<file path="config.mk">
export PLATFORM = sky130hd
export DESIGN_NAME = fillCounter
export DESIGN_NICKNAME = d
export VERILOG_FILES = /design/src/hw/memSysPkg.sv /design/src/hw/fillCounter.sv
export SDC_FILE = /design/constraint.sdc
export NUM_CORES = 1
export LEC_CHECK = 0
export BUFFER_PORTS_ARGS = -buffer_cell sky130_fd_sc_hd__clkbuf_2
export CORE_AREA = 10 10 47 49
export CTS_CLUSTER_DIAMETER = 150
export CTS_CLUSTER_SIZE = 8
export DETAILED_ROUTE_END_ITERATION = 10
export DIE_AREA = 0 0 57 59
export GPL_ROUTABILITY_DRIVEN = 0
export PLACE_DENSITY = 0.39
export SYNTH_ARGS = -nofsm -noshare
export SYNTH_HDL_FRONTEND = slang
export SYNTH_SLANG_ARGS = --single-unit
</file>
<file path="constraint.sdc">
create_clock -name clk -period 1.5 [get_ports clk]
set_clock_uncertainty 0.2 [all_clocks]
set_input_delay 0.075 -clock clk [delete_from_list [all_inputs] [get_ports clk]]
set_output_delay 0.075 -clock clk [all_outputs]
set_load 0.01 [all_outputs]
</file>
<file path="src/hw/memSysPkg.sv">
`default_nettype none

package memSysPkg;

    // One line holds one word from each bank
    localparam int WORDS_PER_LINE   = 4;
    localparam int CACHE_LINES      = 256;
    localparam int BANK_BUSY_CYCLES = 4;  // Bank recovery after any access
    localparam int MEM_READ_LATENCY = 2;  // Cycles from rd to rdValid

    // Same byte address, split for the cache or for the banks
    typedef union packed {
        struct packed {
            logic [4:0] tag;
            logic [7:0] index;
            logic [2:0] offset;
        } cacheView;
        struct packed {
            logic [12:0] row;
            logic [1:0]  bank;
            logic        byteSel;
        } memView;
    } cacheAddrT;

    typedef enum logic [2:0] {
        Idle,
        CompareTag,
        WriteMem,
        ReadMem,
        WaitData,
        Allocate
    } ctrlStateT;

endpackage

`default_nettype wire
</file>
<file path="src/hw/fillCounter.sv">
`timescale 1ns/1ps
`default_nettype none

module fillCounter (
    input  logic                                         clk,
    input  logic                                         rst,
    input  logic                                         start,
    input  logic                                         issue,
    input  logic                                         rdValid,
    output logic [$clog2(memSysPkg::WORDS_PER_LINE)-1:0] issueWord,
    output logic [$clog2(memSysPkg::WORDS_PER_LINE)-1:0] returnWord,
    output logic                                         allIssued,
    output logic                                         allReturned
);
    import memSysPkg::*;

    // One extra bit so a full line reads as the top bit set
    logic [$clog2(WORDS_PER_LINE):0] issueCnt;
    logic [$clog2(WORDS_PER_LINE):0] returnCnt;

    always_ff @(posedge clk) begin
        if (rst || start) begin
            issueCnt  <= '0;
            returnCnt <= '0;
        end else begin
            if (issue) begin
                issueCnt <= issueCnt + 1'b1;
            end
            if (rdValid) begin
                returnCnt <= returnCnt + 1'b1;
            end
        end
    end

    assign issueWord   = issueCnt[$clog2(WORDS_PER_LINE)-1:0];
    assign returnWord  = returnCnt[$clog2(WORDS_PER_LINE)-1:0];  // Word arriving this cycle
    assign allIssued   = issueCnt[$clog2(WORDS_PER_LINE)];
    assign allReturned = returnCnt[$clog2(WORDS_PER_LINE)];

    assert property (@(posedge clk) disable iff (rst) returnCnt <= issueCnt);

    // Each fill read comes back after the fixed bank latency
    assert property (@(posedge clk) disable iff (rst) issue |-> ##MEM_READ_LATENCY rdValid);

endmodule

`default_nettype wire

</file>
==> metrics.log <==
[metrics] Reg clk slew, reported paths: around 50 ps
[metrics] part of the cycle the worst path needs: 75.7%
[metrics] Skew-Pair Late Insertion Delay: 240 ps
[metrics] top cell type's share of synthesized area: between 40% and 50%
[metrics] Port Buf Inserts: 10
[metrics] nature of the critical path startpoint: register
[metrics] Area contributors post-synth: sky130_fd_sc_hd__dfxtp_1 (45%), sky130_fd_sc_hd__ha_1 (9.3%), sky130_fd_sc_hd__a21bo_2 (7.5%)
[metrics] Finish-stage setup viols: 0
[metrics] First-pass DRT Iterations: 2
[metrics] fill count: 165
[metrics] GRT Max-Usage Layer: met2
[metrics] transition time at the pin with the least slew margin: between 400 and 500 ps
[metrics] net switching share of the total power: between 20% and 30%
[metrics] met1 GRT Util: 3.56%
[metrics] area growth from synthesis to final layout: 37.9%
[metrics] total count of hold-check failures in the final report: 0
[metrics] antenna cell count: 0
[metrics] Max transition margin: approximately 73%
[metrics] maximum number of buffers from clock root to sink: 2
[metrics] required arrival time at the worst endpoint: roughly 1500 ps
[metrics] crit path DAT: around 1100 ps
[metrics] die area: 3360 µm²
[metrics] remaining antenna violation count after routing: 0
[metrics] vias per std cell: around 3.9
[metrics] HPWL after DPL: between 400 and 500 µm
[metrics] classification of the worst setup path: reg2reg
[metrics] final max-slew violation count: 0
[metrics] outcome: finished clean
[metrics] share of final-layout standard cells stronger than drive strength 1: between 40 and 50%
[metrics] # Post-CTS Setup Buffers: 0
[metrics] Placement Rows: 14
[metrics] via count of the first global-routing pass: roughly 220
[metrics] cells after synthesis: 24
[metrics] DR WL/cell: between 10 and 15 µm
[metrics] first element of the critical path: issueCnt[0]
[metrics] Starting DRT DRC Count: 2
[metrics] chip width: 57 µm
[metrics] CTS sink count: 6
[metrics] DR vias: approximately 210
[metrics] IR drop worst, VDD: around 0.36 mV
[metrics] Warnings, synthesis: 0
[metrics] antenna violations before repair: 0
[metrics] largest net degree at the start of global routing: 7
[metrics] final routed wirelength across all metal layers: about 570 µm
[metrics] Mapped Nets: 31
[metrics] cell taking the most area after synthesis: sky130_fd_sc_hd__dfxtp_1
[metrics] worst-path maximum fanout: 3
[metrics] Inserted Clock Buffers: 3
[metrics] part of the total power dissipated in combinational logic: a little under a tenth
[metrics] Pint: about 0.27 mW
[metrics] DIE HEIGHT: just under 60 µm
[metrics] register area share after synthesis: 44.9%
[metrics] number of nets at the end of the flow: 47
[metrics] unrepaired setup endpoints after global routing: false
[metrics] synth unique cells: 10
[metrics] Synth Area per Inst: ~11 µm²
[metrics] initial core utilization: between 10% and 20%
[metrics] ports placed on the boundary: 11
[metrics] hold path startpoint: start
[metrics] post-route design area: about 370 µm²
[metrics] Sum Neg Setup Slack: 0 ps
[metrics] power density of the placed cells: around 940 nW/µm²
[metrics] hold crit path type: in2reg
[metrics] sequential share of power: 48.1%
[metrics] Total GRT Usage: between 3 and 4%
[metrics] FMAX: 0.881 GHz
[metrics] CTS tree: built
[metrics] Seq cells post-synth: 6
[metrics] Netlist Area Pre-Place: 268 µm²
[metrics] MaxCap Viol Count: 0
[metrics] met2 usage in global routing: 5.89%
[metrics] sort of element at the end of the critical path: register
[metrics] Clk pwr share: a little over two fifths
[metrics] final critical path time including I/O delays and setup: approximately 1100 ps
[metrics] Pleak: 0.168 nW
[metrics] beginning of the worst register-to-register path: issueCnt[0]
[metrics] area of placed instances: roughly 330 µm²
[metrics] maximum level of the CTS H-tree: 1
[metrics] met3 Usage GRT: 3.00%
[metrics] Std-Cell Core Area: between 1000 and 1500 µm²
[metrics] net switching power figure: ~0.076 mW
[metrics] global-route wire length before repair: ~1000 µm
[metrics] total grt overflow: 0
[metrics] count of unresolved DRC violations after routing: 0
[metrics] root buffer selected by CTS: sky130_fd_sc_hd__clkbuf_4
## cell usage in the layout, fill, tap and decap left out
master,count
sky130_fd_sc_hd__a21bo_2,2
sky130_fd_sc_hd__a21oi_2,2
sky130_fd_sc_hd__clkbuf_2,10
sky130_fd_sc_hd__clkbuf_4,3
sky130_fd_sc_hd__dfxtp_1,6
sky130_fd_sc_hd__dlygate4sd3_1,2
sky130_fd_sc_hd__ha_1,2
sky130_fd_sc_hd__mux2i_1,2
sky130_fd_sc_hd__nand3b_1,2
sky130_fd_sc_hd__nor2_1,4
sky130_fd_sc_hd__or2_0,1
sky130_fd_sc_hd__xnor2_1,2
## power groups by stage
stage	Combinational, mW	Clock [mW]	Sequential [mW]
after floorplan	0.0158	0	0.172
after global placement	0.0279	0	0.170
after detailed placement	0.0290	0	0.170
after CTS	0.0335	0.153	0.167
after global routing	0.0369	0.173	0.167
final	0.0324	0.148	0.167
## timing repair
action                     in CTS  in global routing
setup endpoints to repair       0                  0
gates resized for setup         0                  0
hold buffers                    2                  0
hold endpoints to repair        6                  0
## cell usage after synthesis
master / number
sky130_fd_sc_hd__a21oi_2: 2
sky130_fd_sc_hd__buf_6: 1
sky130_fd_sc_hd__xnor2_1: 2
sky130_fd_sc_hd__a21bo_2: 2
sky130_fd_sc_hd__nor2_1: 4
sky130_fd_sc_hd__ha_1: 2
sky130_fd_sc_hd__mux2i_1: 2
sky130_fd_sc_hd__dfxtp_1: 6
sky130_fd_sc_hd__nand3b_1: 2
sky130_fd_sc_hd__or2_0: 1
## metrics by stage
step / std cells / util, % / worst slack (ps) / hold slack [ps] / power, mW
6_report: 54 / 26.3 / 364 / 132 / 0.347
5_1_grt: 54 / 26.3 / 293 / 179 / 0.377
4_1_cts: 54 / 26.3 / 359 / 159 / 0.354
3_5_place_dp: 49 / 23.3 / 368 / 200 / 0.199
3_3_place_gp: 49 / 23.3 / 389 / 187 / 0.198
2_1_floorplan: 24 / - / 379 / 22.6 / 0.188
## cell families (layout without fill, tap and decap cells)
family	count (synthesis)	count (layout)	share of synthesized area [%]
compound gates	4	4	14.0
xor+xnor	2	2	6.54
fa+ha+maj	2	2	9.34
buf+inv	1	15	4.21
flops	6	6	44.9
mux	2	2	7.48
simple gates	7	7	13.5
## area by class of cell
cell class	count	area [µm²]	area share, %
flip-flops and latches	6	120	32.5
multi-input cells	17	136	36.9
well taps	16	20.0	5.42
repair buffers	12	70.1	19.0
clock buffers	3	22.5	6.10
## worst max-delay path, stage by stage (launching register included)
cell and delay (ps):
sky130_fd_sc_hd__dfxtp_1 320, sky130_fd_sc_hd__ha_1 220, sky130_fd_sc_hd__a21bo_2 220, sky130_fd_sc_hd__a21oi_2 100
## final timing paths
kind | endpoint | slack (ps) | depth (start not counted)
max | issueCnt[2] | 360 | 3
min | returnCnt[2] | 130 | 3
max reg2reg | issueCnt[2] | 360 | 3
min reg2reg | issueCnt[1] | 330 | 2
## routing by layer
layer	part of all wire, %	vias up	wire, µm
li1	-	110	-
met4	2.1	0	12
met1	39	96	221
met3	8.4	2	48
met5	0	-	0
met2	51	5	290
## registers in the layout, indices dropped and copies added, names as in the netlist
register / cells
returnCnt: 3
issueCnt: 3
Note: power is estimated with default switching activity, not from simulation.
