## config.mk

```make
export PLATFORM = sky130hd
export DESIGN_NAME = cacheCtrl_flat
export DESIGN_NICKNAME = d
export VERILOG_FILES = /design/src/hw/memSysPkg.sv /design/src/hw/memBankIf.sv /design/src/hw/cacheCtrl.sv /design/src/flat_wrapper.sv
export SDC_FILE = /design/constraint.sdc
export NUM_CORES = 1
export LEC_CHECK = 0
export ABC_AREA = 1
export BUFFER_PORTS_ARGS = -buffer_cell sky130_fd_sc_hd__buf_2
export CAP_MARGIN = 20
export CORE_UTILIZATION = 28
export DETAILED_ROUTE_END_ITERATION = 16
export PLACE_DENSITY_LB_ADDON = 0.12
export SYNTH_ARGS = -nofsm -noshare
export SYNTH_HDL_FRONTEND = slang
export SYNTH_SLANG_ARGS = --single-unit
```

## constraint.sdc

```tcl
create_clock -name clk -period 1.2 [get_ports clk]
set_clock_uncertainty 0.05 [all_clocks]
set_input_delay 0.06 -clock clk [delete_from_list [all_inputs] [get_ports clk]]
set_output_delay 0.06 -clock clk [all_outputs]
set_load 0.01 [all_outputs]
```

## src/hw/memSysPkg.sv

```systemverilog
`default_nettype none

package memSysPkg;

    // One line holds one word from each bank
    localparam int WORDS_PER_LINE   = 4;
    localparam int CACHE_LINES      = 256;
    localparam int BANK_BUSY_CYCLES = 4;  // Bank recovery after any access
    localparam int MEM_READ_LATENCY = 2;  // Cycles from rd to rdValid

    // Same byte address, split for the cache or for the banks
    typedef union packed {
        struct packed {
            logic [4:0] tag;
            logic [7:0] index;
            logic [2:0] offset;
        } cacheView;
        struct packed {
            logic [12:0] row;
            logic [1:0]  bank;
            logic        byteSel;
        } memView;
    } cacheAddrT;

    typedef enum logic [2:0] {
        Idle,
        CompareTag,
        WriteMem,
        ReadMem,
        WaitData,
        Allocate
    } ctrlStateT;

endpackage

`default_nettype wire
```

## src/hw/memBankIf.sv

```systemverilog
`timescale 1ns/1ps
`default_nettype none

interface memBankIf;

    logic [15:0] addr;     // Word aligned
    logic [15:0] wrData;
    logic        wr;       // Single cycle strobe
    logic        rd;       // Single cycle strobe
    logic [15:0] rdData;
    logic        rdValid;
    logic [3:0]  busy;     // One bit per bank

    // Controller side
    modport ctrl (output addr, wrData, wr, rd, input rdData, rdValid, busy);

    // Memory side
    modport mem (input addr, wrData, wr, rd, output rdData, rdValid, busy);

endinterface

`default_nettype wire

```

## src/hw/cacheCtrl.sv

```systemverilog
`timescale 1ns/1ps
`default_nettype none

module cacheCtrl (
    input  logic                                         clk,
    input  logic                                         rst,
    input  memSysPkg::cacheAddrT                         Addr,
    input  logic [15:0]                                  DataIn,
    input  logic                                         Rd,
    input  logic                                         Wr,
    output logic                                         Done,
    output logic                                         Stall,
    output logic                                         CacheHit,
    memBankIf.ctrl                                       mem,
    output logic [$clog2(memSysPkg::CACHE_LINES)-1:0]    index,
    output logic [4:0]                                   tag,
    output logic [$clog2(memSysPkg::WORDS_PER_LINE)-1:0] wordSel,
    output logic                                         comp,
    output logic                                         write,
    output logic                                         validIn,
    output logic [15:0]                                  dataIn,
    input  logic                                         hit,
    input  logic                                         valid,
    output logic                                         start,
    output logic                                         issue,
    input  logic [$clog2(memSysPkg::WORDS_PER_LINE)-1:0] issueWord,
    input  logic [$clog2(memSysPkg::WORDS_PER_LINE)-1:0] returnWord,
    input  logic                                         allIssued,
    input  logic                                         allReturned
);
    import memSysPkg::*;

    ctrlStateT                         state;
    ctrlStateT                         nextState;
    cacheAddrT                         memAddr;
    logic [$clog2(WORDS_PER_LINE)-1:0] targetBank;
    logic                              hitValid;
    logic                              bankBusy;
    logic                              fillWrite;
    logic                              missed;    // Current read already took a miss

    assign hitValid  = hit && valid;
    assign fillWrite = mem.rdValid && (state == ReadMem || state == WaitData);
    assign Stall     = (state != Idle);

    // Fill reads walk the banks, everything else uses the request word
    always_comb begin
        memAddr = Addr;
        memAddr.memView.byteSel = 1'b0;
        if (state == ReadMem) begin
            memAddr.memView.bank = issueWord;
        end
    end

    assign targetBank = memAddr.memView.bank;
    assign bankBusy   = mem.busy[targetBank];

    assign mem.addr   = memAddr;
    assign mem.wrData = DataIn;
    assign mem.wr     = (state == WriteMem) && !bankBusy;
    assign mem.rd     = (state == ReadMem) && !allIssued && !bankBusy;
    assign issue      = mem.rd;
    assign start      = (state == CompareTag) && Rd && !hitValid;

    assign index   = Addr.cacheView.index;
    assign tag     = Addr.cacheView.tag;
    assign wordSel = fillWrite ? returnWord : Addr.cacheView.offset[2:1];
    assign comp    = (state == CompareTag);
    assign write   = fillWrite || (comp && Wr);
    assign validIn = fillWrite && (&returnWord);  // Line turns valid with its last word
    assign dataIn  = fillWrite ? mem.rdData : DataIn;

    always_comb begin
        nextState = state;
        case (state)
            Idle: begin
                // Requester still holds the old request while Done is up
                if ((Rd || Wr) && !Done) begin
                    nextState = CompareTag;
                end
            end
            CompareTag: begin
                if (Wr) begin
                    nextState = WriteMem;
                end else if (hitValid) begin
                    nextState = Idle;
                end else begin
                    nextState = ReadMem;
                end
            end
            WriteMem: begin
                if (!bankBusy) begin
                    nextState = Idle;
                end
            end
            ReadMem: begin
                if (allIssued) begin
                    nextState = WaitData;
                end
            end
            WaitData: begin
                if (allReturned) begin
                    nextState = Allocate;
                end
            end
            Allocate:   nextState = CompareTag;  // Recompare now hits
            default:    nextState = Idle;
        endcase
    end

    always_ff @(posedge clk) begin
        if (rst) begin
            state    <= Idle;
            Done     <= 1'b0;
            CacheHit <= 1'b0;
            missed   <= 1'b0;
        end else begin
            state    <= nextState;
            Done     <= (comp && Rd && hitValid) || mem.wr;
            CacheHit <= comp && Rd && hitValid && !missed;
            if (start) begin
                missed <= 1'b1;
            end else if (state == Idle) begin
                missed <= 1'b0;
            end
        end
    end

    // Done only ever lands on the return to Idle
    assert property (@(posedge clk) disable iff (rst) Done |-> (state == Idle) && !Stall);

    assert property (@(posedge clk) disable iff (rst) !(mem.wr && mem.rd));

endmodule

`default_nettype wire

```

## src/flat_wrapper.sv

```systemverilog
// flat-port wrapper written by rule: the top's interface ports become plain ports
module cacheCtrl_flat import memSysPkg::*;
  (clk, rst, Addr, DataIn, Rd, Wr, Done, Stall, CacheHit, index, tag, wordSel, comp, write, validIn, dataIn, hit, valid, start, issue, issueWord, returnWord, allIssued, allReturned, mem_addr, mem_wrData, mem_wr, mem_rd, mem_rdData, mem_rdValid, mem_busy);
  memBankIf mem_i ();
  input  logic clk;
  input  logic rst;
  input  memSysPkg::cacheAddrT Addr;
  input  logic [15:0] DataIn;
  input  logic Rd;
  input  logic Wr;
  output logic Done;
  output logic Stall;
  output logic CacheHit;
  output logic [$clog2(memSysPkg::CACHE_LINES)-1:0] index;
  output logic [4:0] tag;
  output logic [$clog2(memSysPkg::WORDS_PER_LINE)-1:0] wordSel;
  output logic comp;
  output logic write;
  output logic validIn;
  output logic [15:0] dataIn;
  input  logic hit;
  input  logic valid;
  output logic start;
  output logic issue;
  input  logic [$clog2(memSysPkg::WORDS_PER_LINE)-1:0] issueWord;
  input  logic [$clog2(memSysPkg::WORDS_PER_LINE)-1:0] returnWord;
  input  logic allIssued;
  input  logic allReturned;
  output wire logic [$bits(mem_i.addr)-1:0] mem_addr;
  output wire logic [$bits(mem_i.wrData)-1:0] mem_wrData;
  output wire logic [$bits(mem_i.wr)-1:0] mem_wr;
  output wire logic [$bits(mem_i.rd)-1:0] mem_rd;
  input wire logic [$bits(mem_i.rdData)-1:0] mem_rdData;
  input wire logic [$bits(mem_i.rdValid)-1:0] mem_rdValid;
  input wire logic [$bits(mem_i.busy)-1:0] mem_busy;
  assign mem_addr = mem_i.addr;
  assign mem_wrData = mem_i.wrData;
  assign mem_wr = mem_i.wr;
  assign mem_rd = mem_i.rd;
  assign mem_i.rdData = mem_rdData;
  assign mem_i.rdValid = mem_rdValid;
  assign mem_i.busy = mem_busy;
  cacheCtrl u_core (.clk(clk), .rst(rst), .Addr(Addr), .DataIn(DataIn), .Rd(Rd), .Wr(Wr), .Done(Done), .Stall(Stall), .CacheHit(CacheHit), .mem(mem_i), .index(index), .tag(tag), .wordSel(wordSel), .comp(comp), .write(write), .validIn(validIn), .dataIn(dataIn), .hit(hit), .valid(valid), .start(start), .issue(issue), .issueWord(issueWord), .returnWord(returnWord), .allIssued(allIssued), .allReturned(allReturned));
endmodule
```

==> results of run 1 <==
flip-flops by register name (all words and copies together) (netlist names):
signal	flops
u_core.state	3
u_core.missed	1
u_core.Done	1
u_core.CacheHit	1
worst min-delay path, stage by stage:
cell	delay (ps)
buf_2	110
nand3_2	80
nor3_2	40
timing repair:
action | CTS | global route
hold endpoints to repair | 3 | 0
endpoints found under the setup margin | 34 | 34
cloned | 1 | 0
pin swaps | 6 | 5
buffers inserted | 6 | 2
resized for setup | 34 | 14
hold buffers | 1 | 0
metrics by stage:
stage          total power [mW]  instances
3_5_place_dp               1.59        279
2_1_floorplan              1.18        175
6_report                   2.12        292
3_3_place_gp               1.61        279
5_1_grt                    2.30        292
4_1_cts                    2.03        290
area by class of cell:
cell class / count / area, um2
clock buffers: 3 / 22.5
fillers: 384 / 1830
inverters: 16 / 67.6
multi-input cells: 106 / 647
flip-flops and latches: 6 / 131
well taps: 46 / 57.6
repair buffers: 115 / 657
cells in the mapped netlist (2+ instances only):
cell     instances  area (um2)
nand2_2          4        25.0
buf_2            2        10.0
o21ai_0          2        10.0
dfxtp_1          6         120
nand3_1          6        30.0
nor3_1           4        20.0
nor2_1           4        15.0
nand3_2          3        30.0
o21ai_1          3        15.0
buf_4           45         338
a21oi_1          8        40.0
nand2_1         64         240
inv_1           15        56.3
power groups by stage:
stage	Sequential (mW)	Clock [mW]	Combinational [mW]
global route	0.362	0.195	1.74
global placement	0.328	0	1.28
CTS	0.349	0.190	1.49
floorplan	0.326	0	0.858
finish	0.353	0.181	1.59
detailed placement	0.329	0	1.26
worst max-delay path by stage:
stage / slack (ps) / to / depth (start not counted) / from
finish: -370 / mem_wr / 10 / u_core.state[2]
global route: -480 / mem_wr / 10 / u_core.state[2]
CTS: -340 / wordSel[1] / 8 / u_core.state[1]
detailed placement: -160 / u_core.state[1] / 10 / u_core.state[2]
global placement: -150 / u_core.state[1] / 9 / u_core.state[2]
floorplan: -100 / u_core.state[1] / 10 / u_core.state[2]
cells by family (layout without fill, tap and decap cells):
kind of cell | after synthesis | in the layout
AND/OR/NAND/NOR | 91 | 91
buffers and inverters | 63 | 134
flip-flops | 6 | 6
other | 1 | 1
AO/OA/AOI/OAI | 14 | 14
routing by layer:
layer | global-route usage (%) | wire length [um] | vias up | part of all wire (%)
met1 | 14.9 | 1110 | 544 | 34
met4 | 6.10 | 17 | 0 | 0.52
met3 | 3.10 | 292 | 6 | 9.0
li1 | - | - | 643 | -
met2 | 29.8 | 1840 | 55 | 56
met5 | 0 | 0 | - | 0
==> reports/qor.yml, run 1 <==
outcome:
  status: "complete, but fails checks"
  violations: "negative setup slack"
layout:
  design_area_um2: 1580
  final_cell_mix: "buf_2, nand2_1, nand2_2"
  drive_gt1_share_pct: 67.9
  area_delta_synth_final_pct: 54.6
  utilization_pct: 46.3
  fin_nets: 313
  layout_commonest_cell: "buf_2"
  antenna_cells: 0
setup_path:
  crit_path_frequent_cell: "nand2_2"
  r2r_cells: 11
  r2r-start: "u_core.state[2]"
  end_kind: "output port"
  path_class: "flop to output port"
  worstSetupStartpointType: "flop"
  critPathSlowestCell: "dfxtp_4"
  crit_buf_inv: 3
  critPathArrivalTime_ps: 1460
  reg2reg_slack_ps: -320
  cp.required_ps: 1090
  cpPeakStageDelay_ps: 350
  crit_family: "simple AND/OR/NAND/NOR gates"
  crit_fanout: 5
  crit_chain: "inv_4 > nand3_4 > nand2_4 > nand2_2 > nand2_2 > nand3_4 > nand2_2 > nand2_2 > inv_1 > buf_2"
  reg2reg_to: "u_core.state[1]"
yosys:
  synth_fa_ha_area_share_pct: 0
  ys_warn_count: 0
  synthMuxAreaShare_pct: 0
  ys_seq_area_share_pct: 11.7
  synth-compound-area-share_pct: 7.21
  ys.flop_type: "dfxtp_1"
  async_flop_share_pct: 0
  ys_seq_elements: 6
  synth_cells: 175
  synthXorXnorAreaFrac_pct: 0
  synth_area_um2: 1020
  syn_area_per_cell_um2: 5.85
  synth_edf_count: 0
  synthSimpleGateAreaFrac_pct: 40.8
  synth_top_family_by_area: "simple AND/OR/NAND/NOR gates"
  synth_cell_type_count: 22
  syn_nets: 240
die:
  start_util_pct: 30.0
  fp.dieArea_um2: 3900
  num_rows: 21
  die_h_um: 62.5
  die_width_um: 62.5
  coreArea_um2: 3420
  io_pins: 138
timing:
  drv_slew: 0
  fin_crit_ps: 1570
  tns_ps: -9490
  clock.fmax_mhz: 636
  setup_viol: 32
  hold_viol: 0
  hold_ws_ps: 50.3
  finalCritPeriodShare_pct: 131
  rsz0062_at_grt: "true"
  layout_setup_ws_ps: -373
power_and_ir_drop:
  p_sw_mw: 1.00
  clkPwrFrac_pct: 8.5
  leakagePower_nw: 0.917
  power_frac_comb_pct: 74.9
  intPower_mw: 1.12
  seqPwrFrac_pct: 16.6
  p_per_area_nw_per_um2: 1340
  p_sw_share_pct: 47.3
  ir_drop_v: 0.000892
clock_tree:
  cts.htree.levels: 1
  cts.path.max_buffers: 2
  cts_tree: "done"
  cts_buffers: 3
  path_clk_slew_ps: 50
  clockRootBuffer: "clkbuf_4"
  clock_latency_ps: 240
  cts_num_sinks: 6
min_path:
  hold_path_depth: 3
  hold_start: "Rd"
  holdPathEnd: "u_core.CacheHit"
  hp-class: "input pin to flop"
global_route:
  grt_max_degree: 17
  grt_util_all_layers_pct: 15.0
  grt_pass1_wl_mm: 4.77
  grt_pass1_vias: 1077
  gr-total-overflow: 0
  antenna_found_initial: 0
drt:
  drtAntennaViolNets: 0
  drt-pass1-iter-count: 4
  via_per_inst: 4.27
  drt-initial-drc-count: 24
  wirelength_mm: 3.26
  routedWlPerCell_um: 11.2
  vias: 1248
  drc_errors: 0
placed_design:
  place_area_um2: 1320
  dp_hpwl_mm: 2.47
  io_buffers: 96
  gp_congestion: 0.698
  dp_slack_ps: -164
job:
  cap_violations: 0
Note: power is estimated with default switching activity, not from simulation.
==> inputs of run 2 (changes only) <==
CORE_MARGIN = 3   (was not set)
REMOVE_ABC_BUFFERS = 1   (was not set)
SLEW_MARGIN = 20   (was not set)
==> reports/qor.yml, run 2 (synthesis results as in run 1) <==
clock_tree:
  cts_tree: "done"  # unchanged
  path_clk_slew_ps: 40  # was 50 ps
  cts_num_sinks: 6  # unchanged
  clock_latency_ps: 240  # about the same
  cts_buffers: 3  # unchanged
  cts.htree.levels: 1  # unchanged
  cts.path.max_buffers: 2  # unchanged
  clockRootBuffer: "clkbuf_4"  # unchanged
layout:
  design_area_um2: 1740  # was 1580 um2
  area_delta_synth_final_pct: 69.7  # was 54.6%
  largest-register: "u_core.state"  # unchanged
  nFillCells: 338  # was 384
  final_cell_count_no_fill: 295  # was 292
  fin_nets: 316  # was 313
  drive_gt1_share_pct: 72.3  # was 67.9%
  layout_commonest_cell: "buf_2"  # unchanged
  largest_reg_flops: 3  # unchanged
  antenna_cells: 0  # unchanged
  final_cell_mix: "buf_2, nand2_1, nand2_2"  # unchanged
global_route:
  antenna_found_initial: 0  # unchanged
  gr-total-overflow: 0  # unchanged
  grt_pass1_vias: 1213  # was 1077
  grt_max_degree: 17  # unchanged
  grt_pass1_wl_mm: 5.48  # was 4.77 mm
  grt_util_all_layers_pct: 16.3  # was 15.0%
outcome:
  status: "complete, but fails checks"  # unchanged
  violations: "negative setup slack"  # unchanged
setup_path:
  cp.required_ps: 1090  # about the same
  crit_chain: "buf_4 > nor2_1 > nand2_1 > o21ai_1 > nand3_4 > nand2_2 > nand2_2 > inv_1 > buf_2"  # was inv_4 > nand3_4 > nand2_4 > nand2_2 > nand2_2 > nand3_4 > nand2_2 > nand2_2 > inv_1 > buf_2
  path_class: "flop to output port"  # unchanged
  critPathSlowestCell: "dfxtp_2"  # was dfxtp_4
  crit_path_frequent_cell: "nand2_2"  # unchanged
  critPathArrivalTime_ps: 1500  # was 1460 ps
  cpPeakStageDelay_ps: 320  # was 350 ps
  end_kind: "output port"  # unchanged
  crit_fanout: 3  # was 5
  worstSetupStartpointType: "flop"  # unchanged
power_and_ir_drop:
  leakagePower_nw: 0.973  # was 0.917 nW
  ir_drop_v: 0.00102  # was 0.000892 V
  p_per_area_nw_per_um2: 1410  # was 1340 nW/um2
timing:
  hold_viol: 0  # unchanged
  finalCritPeriodShare_pct: 134  # was 131%
  drv_slew: 0  # unchanged
  layout_setup_ws_ps: -405  # was -373 ps
  rsz0062_at_grt: "true"  # unchanged
  hold_ws_ps: 30.7  # was 50.3 ps
  setup_viol: 33  # was 32
  clock.fmax_mhz: 623  # was 636 MHz
  fin_crit_ps: 1610  # was 1570 ps
die:
  coreArea_um2: 3420  # unchanged
  fp.dieArea_um2: 4420  # was 3900 um2
  start_util_pct: 30.0  # unchanged
  io_pins: 138  # unchanged
  num_rows: 21  # unchanged
  die_h_um: 66.5  # was 62.5 um
  die_width_um: 66.5  # was 62.5 um
drt:
  routedWlPerCell_um: 13.3  # was 11.2 um
  drc_errors: 0  # unchanged
  wl_met3_um: 651  # was 292 um
  vias: 1292  # was 1248
  wirelength_mm: 3.92  # was 3.26 mm
  highest_layer: "met4"  # unchanged
  wl_met2_mm: 1.80  # was 1.84 mm
  wl_met1_mm: 1.46  # was 1.11 mm
  drtAntennaViolNets: 0  # unchanged
  drt-initial-drc-count: 15  # was 24
  via_per_inst: 4.38  # was 4.27
  drt-pass1-iter-count: 2  # was 4
placed_design:
  gp_congestion: 0.743  # was 0.698
  dp_slack_ps: -304  # was -164 ps
  place_area_um2: 1300  # was 1320 um2
  dp_hpwl_mm: 3.08  # was 2.47 mm
  place_inst: 281  # was 279
  io_buffers: 96  # unchanged
min_path:
  hp-class: "input pin to flop"  # unchanged
job:
  cap_violations: 0  # unchanged
## run 2: cell types whose count changed in the layout (fill, tap and decap cells not counted), moves of 4 or more
cell / before / now
nand2_2: 18 / 24
nand2_4: 2 / 6
nor2_2: 5 / 1
nand2_1: 48 / 37
buf_2: 94 / 90
buf_6: 7 / 14
## run 2: stage by stage
step / power, mW / setup TNS, ps / util (%)
6_report: 2.44 / -9590 / 50.8
5_1_grt: 2.65 / -11880 / 50.8
4_1_cts: 2.20 / -9280 / 45.1
3_5_place_dp: 1.56 / -5240 / 37.9
3_3_place_gp: 1.57 / -4980 / 37.9
2_1_floorplan: 0.954 / -4090 / -
## run 2: area by class of cell
cell class | count | area [um2] | share of cell area (%)
flip-flops and latches | 6 | 129 | 7.42
inverters | 16 | 75.1 | 4.32
multi-input cells | 106 | 694 | 40.0
repair buffers | 118 | 758 | 43.7
clock buffers | 3 | 22.5 | 1.30
well taps | 46 | 57.6 | 3.31
## run 2: per-layer routing
layer / up-vias / GRT usage, %
met3: 2 / 10.3
met2: 79 / 27.4
met4: 0 / 4.57
met1: 561 / 16.5
met5: - / 4.17
li1: 650 / -
## run 2: what timing repair did
action / CTS / global route
hold buffers: 0 / 0
resized for setup: 48 / 39
endpoints found under the setup margin: 34 / 34
setup buffers: 7 / 2
cloned: 1 / 1
pin swaps: 11 / 15
## run 2: worst max-delay path: cells and delay by family (launching register included)
kind	cells	cell delay, ps
simple gates	5	480
buf+inv	3	330
flops	1	320
compound gates	1	130
## run 2: report_power, final
part	total, mW	switching, mW	internal [mW]
Combinational	1.92	0.952	0.964
Clock	0.175	0.0625	0.112
Sequential	0.352	0.0801	0.272
Total	2.44	1.09	1.35
## run 2: worst paths after layout
| check | from | endpoint | slack [ps] | depth (start not counted) |
|---|---|---|---|---|
| hold reg to reg | u_core.missed | u_core.CacheHit | 370 | 1 |
| setup reg to reg | u_core.state[2] | u_core.state[1] | -370 | 10 |
| setup / recovery | u_core.state[2] | mem_wr | -410 | 9 |
| hold / removal | rst | u_core.missed | 30 | 2 |
==> inputs of run 3 (changes only) <==
--- a/config.mk
+++ b/config.mk
@@ -7,3 +7,2 @@
 export LEC_CHECK = 0
-export ABC_AREA = 1
 export BUFFER_PORTS_ARGS = -buffer_cell sky130_fd_sc_hd__buf_2
==> constraint.sdc (replaced) <==
create_clock -name clk -period 1.2 [get_ports clk]
set_clock_uncertainty 0.05 [all_clocks]
set_input_delay 0 -clock clk [delete_from_list [all_inputs] [get_ports clk]]
set_output_delay 0 -clock clk [all_outputs]
set_load 0.01 [all_outputs]
==> reports/qor.yml, run 3 <==
outcome:
  status: "complete, but fails checks"  # unchanged
  violations: "negative setup slack"  # unchanged
layout:
  nFillCells: 353  # was 338
  antenna_cells: 0  # unchanged
  layout_commonest_cell: "buf_2"  # unchanged
  largest-register: "u_core.state"  # unchanged
  fin_nets: 259  # was 316
  multi_input_area_um2: 624  # was 694 um2
  drive_gt1_share_pct: 80.7  # was 72.3%
  seq_area_um2: 126  # was 129 um2
  largest_reg_flops: 3  # unchanged
  area_delta_synth_final_pct: 62.2  # was 69.7%
  final_cell_mix: "buf_2, mux2_4, dlygate4sd3_1"  # was buf_2, nand2_1, nand2_2
  final_cell_count_no_fill: 238  # was 295
setup_path:
  cp.required_ps: 1150  # was 1090 ps
  path_class: "flop to output port"  # unchanged
  crit_chain: "nand2b_4 > nor2_4 > o21ai_2 > buf_12 > mux2_4 > buf_2"  # was buf_4 > nor2_1 > nand2_1 > o21ai_1 > nand3_4 > nand2_2 > nand2_2 > inv_1 > buf_2
  crit_fanout: 20  # was 3
  r2r_cells: 6  # was 10
  worstSetupStartpointType: "flop"  # unchanged
  critPathArrivalTime_ps: 1560  # was 1500 ps
  end_kind: "output port"  # unchanged
  cpPeakStageDelay_ps: 340  # was 320 ps
  critPathSlowestCell: "dfxtp_2"  # unchanged
clock_tree:
  cts.path.max_buffers: 2  # unchanged
  path_clk_slew_ps: 30  # was 40 ps
  clockRootBuffer: "clkbuf_8"  # was clkbuf_4
  cts_tree: "done"  # unchanged
  cts_buffers: 3  # unchanged
  clock_latency_ps: 230  # was 240 ps
  cts.htree.levels: 1  # unchanged
  cts_num_sinks: 6  # unchanged
die:
  start_util_pct: 30.0  # about the same
  num_rows: 21  # unchanged
  coreArea_um2: 3440  # was 3420 um2
  fp.dieArea_um2: 4460  # was 4420 um2
  die_h_um: 66.8  # was 66.5 um
  die_width_um: 66.8  # was 66.5 um
  io_pins: 138  # unchanged
yosys:
  ys_warn_count: 0  # unchanged
  netlist_top_cells_count: "buf_4, mux2_4, dfxtp_1"  # was nand2_1, buf_4, inv_1
  synth_area_um2: 1030  # was 1020 um2
  synth_area_leaders: "buf_4, mux2_4, dfxtp_1"  # was buf_4, nand2_1, dfxtp_1
  syn_area_per_cell_um2: 9.23  # was 5.85 um2
  synth_cell_type_count: 28  # was 22
  synth.most_common_cell: "buf_4"  # was nand2_1
  ys_seq_area_share_pct: 11.6  # was 11.7%
  ys.flop_type: "dfxtp_1"  # unchanged
  synth_edf_count: 0  # unchanged
  ys_seq_elements: 6  # unchanged
  async_flop_share_pct: 0  # unchanged
  synth_cells: 112  # was 175
  synth_top_cell_by_area: "buf_4"  # unchanged
  synth_top_area_share_pct: 32.0  # was 33.0%
drt:
  drtAntennaViolNets: 0  # unchanged
  drt-pass1-iter-count: 3  # was 2
  routedWlPerCell_um: 16.3  # was 13.3 um
  drc_errors: 0  # unchanged
  via_per_inst: 4.50  # was 4.38
  vias: 1071  # was 1292
  drt-initial-drc-count: 27  # was 15
  wirelength_mm: 3.88  # was 3.92 mm
timing:
  drv_slew: 0  # unchanged
  finalCritPeriodShare_pct: 134  # about the same
  fin_crit_ps: 1610  # about the same
  clock.fmax_mhz: 620  # was 623 MHz
  layout_setup_ws_ps: -414  # was -405 ps
  hold_viol: 0  # unchanged
  setup_viol: 31  # was 33
  hold_ws_ps: 7.90  # was 30.7 ps
  rsz0062_at_grt: "true"  # unchanged
global_route:
  grt_pass1_wl_mm: 5.15  # was 5.48 mm
  grt_max_degree: 21  # was 17
  grt_util_all_layers_pct: 15.5  # was 16.3%
  gr-total-overflow: 0  # unchanged
  grt_pass1_vias: 1004  # was 1213
  antenna_found_initial: 0  # unchanged
power_and_ir_drop:
  intPower_mw: 0.824  # was 1.35 mW
  seqPwrFrac_pct: 18.9  # was 14.4%
  power_frac_comb_pct: 56.8  # was 78.4%
  p_sw_mw: 0.422  # was 1.09 mW
  ir_drop_v: 0.000613  # was 0.00102 V
  p_total_mw: 1.25  # was 2.44 mW
  leakagePower_nw: 0.909  # was 0.973 nW
  p_sw_share_pct: 33.9  # was 44.8%
  clkPwrFrac_pct: 24.3  # was 7.2%
  p_per_area_nw_per_um2: 743  # was 1410 nW/um2
job:
  cap_violations: 0  # unchanged
min_path:
  hold_path_depth: 3  # was 2
  hp-class: "input pin to flop"  # unchanged
placed_design:
  io_buffers: 96  # unchanged
  gp_congestion: 0.667  # was 0.743
  place_inst: 215  # was 281
  dp_slack_ps: -185  # was -304 ps
  dp_hpwl_mm: 3.02  # was 3.08 mm
-- run 3: changes by cell type after synthesis, moves of 3 or more --
| cell | delta |
|---|---|
| nand2_1 | -59 |
| mux2_4 | +18 |
| inv_1 | -14 |
| nand3_1 | -6 |
| a21oi_1 | -4 |
| nand2_2 | -4 |
| mux2_2 | +3 |
| nand3_2 | -3 |
| o21ai_1 | -3 |
-- run 3: final timing paths --
check,start,slack [ps],to
worst max-delay path,u_core.state[2],-410,dataIn[6]
worst min-delay path,Wr,8,u_core.state[1]
worst max register to register,u_core.state[2],-210,u_core.state[0]
worst min register to register,u_core.missed,400,u_core.CacheHit
-- run 3: critical path, delay by kind of cell, from the launching register on --
family                 cells  cell delay (ps)
DFF                        1              340
and+or+nand+nor            2              190
muxes                      1              310
buffers and inverters      2              350
AOI/OAI and AO/OA          1              150
-- run 3: cell type report --
cell class,instances,area share [%]
repair buffers,124,48.9
multi-input cells,57,37.2
inverters,2,0.448
well taps,46,3.43
clock buffers,3,2.46
flip-flops and latches,6,7.54
-- run 3: logic make-up after synthesis --
logic type | synth area share (%)
flops | 11.6
compound gates | 7.02
mux | 33.5
other cells | 0.363
buf+inv | 35.4
simple gates | 12.1
-- run 3: metrics by stage --
step	cell area [um2]	TNS, ps	util (%)
6_report	1680	-9560	48.7
5_1_grt	1680	-11530	48.7
4_1_cts	1610	-8710	46.9
3_5_place_dp	1290	-3650	37.4
3_3_place_gp	1290	-2970	37.4
2_1_floorplan	676	-12980	-
-- run 3: timing repair --
item,in CTS,in global routing
hold endpoints to repair,27,0
resized for setup,27,12
hold buffers,16,0
pin swaps,6,6
setup endpoints to repair,33,33
buffers inserted,2,2
-- run 3: power by group through the flow --
stage / Combinational (mW) / Sequential, mW / Clock (mW)
floorplan: 0.219 / 0.239 / 0
global placement: 0.496 / 0.232 / 0
detailed placement: 0.500 / 0.231 / 0
CTS: 0.670 / 0.233 / 0.311
global route: 0.756 / 0.238 / 0.325
finish: 0.708 / 0.235 / 0.303
-- run 3: per-layer routing --
layer,vias up,global-route usage [%],routed length [um]
met2,57,26.5,1920
met4,0,5.33,39
met5,-,0,0
met3,5,4.22,413
met1,505,18.5,1510
li1,504,-,-
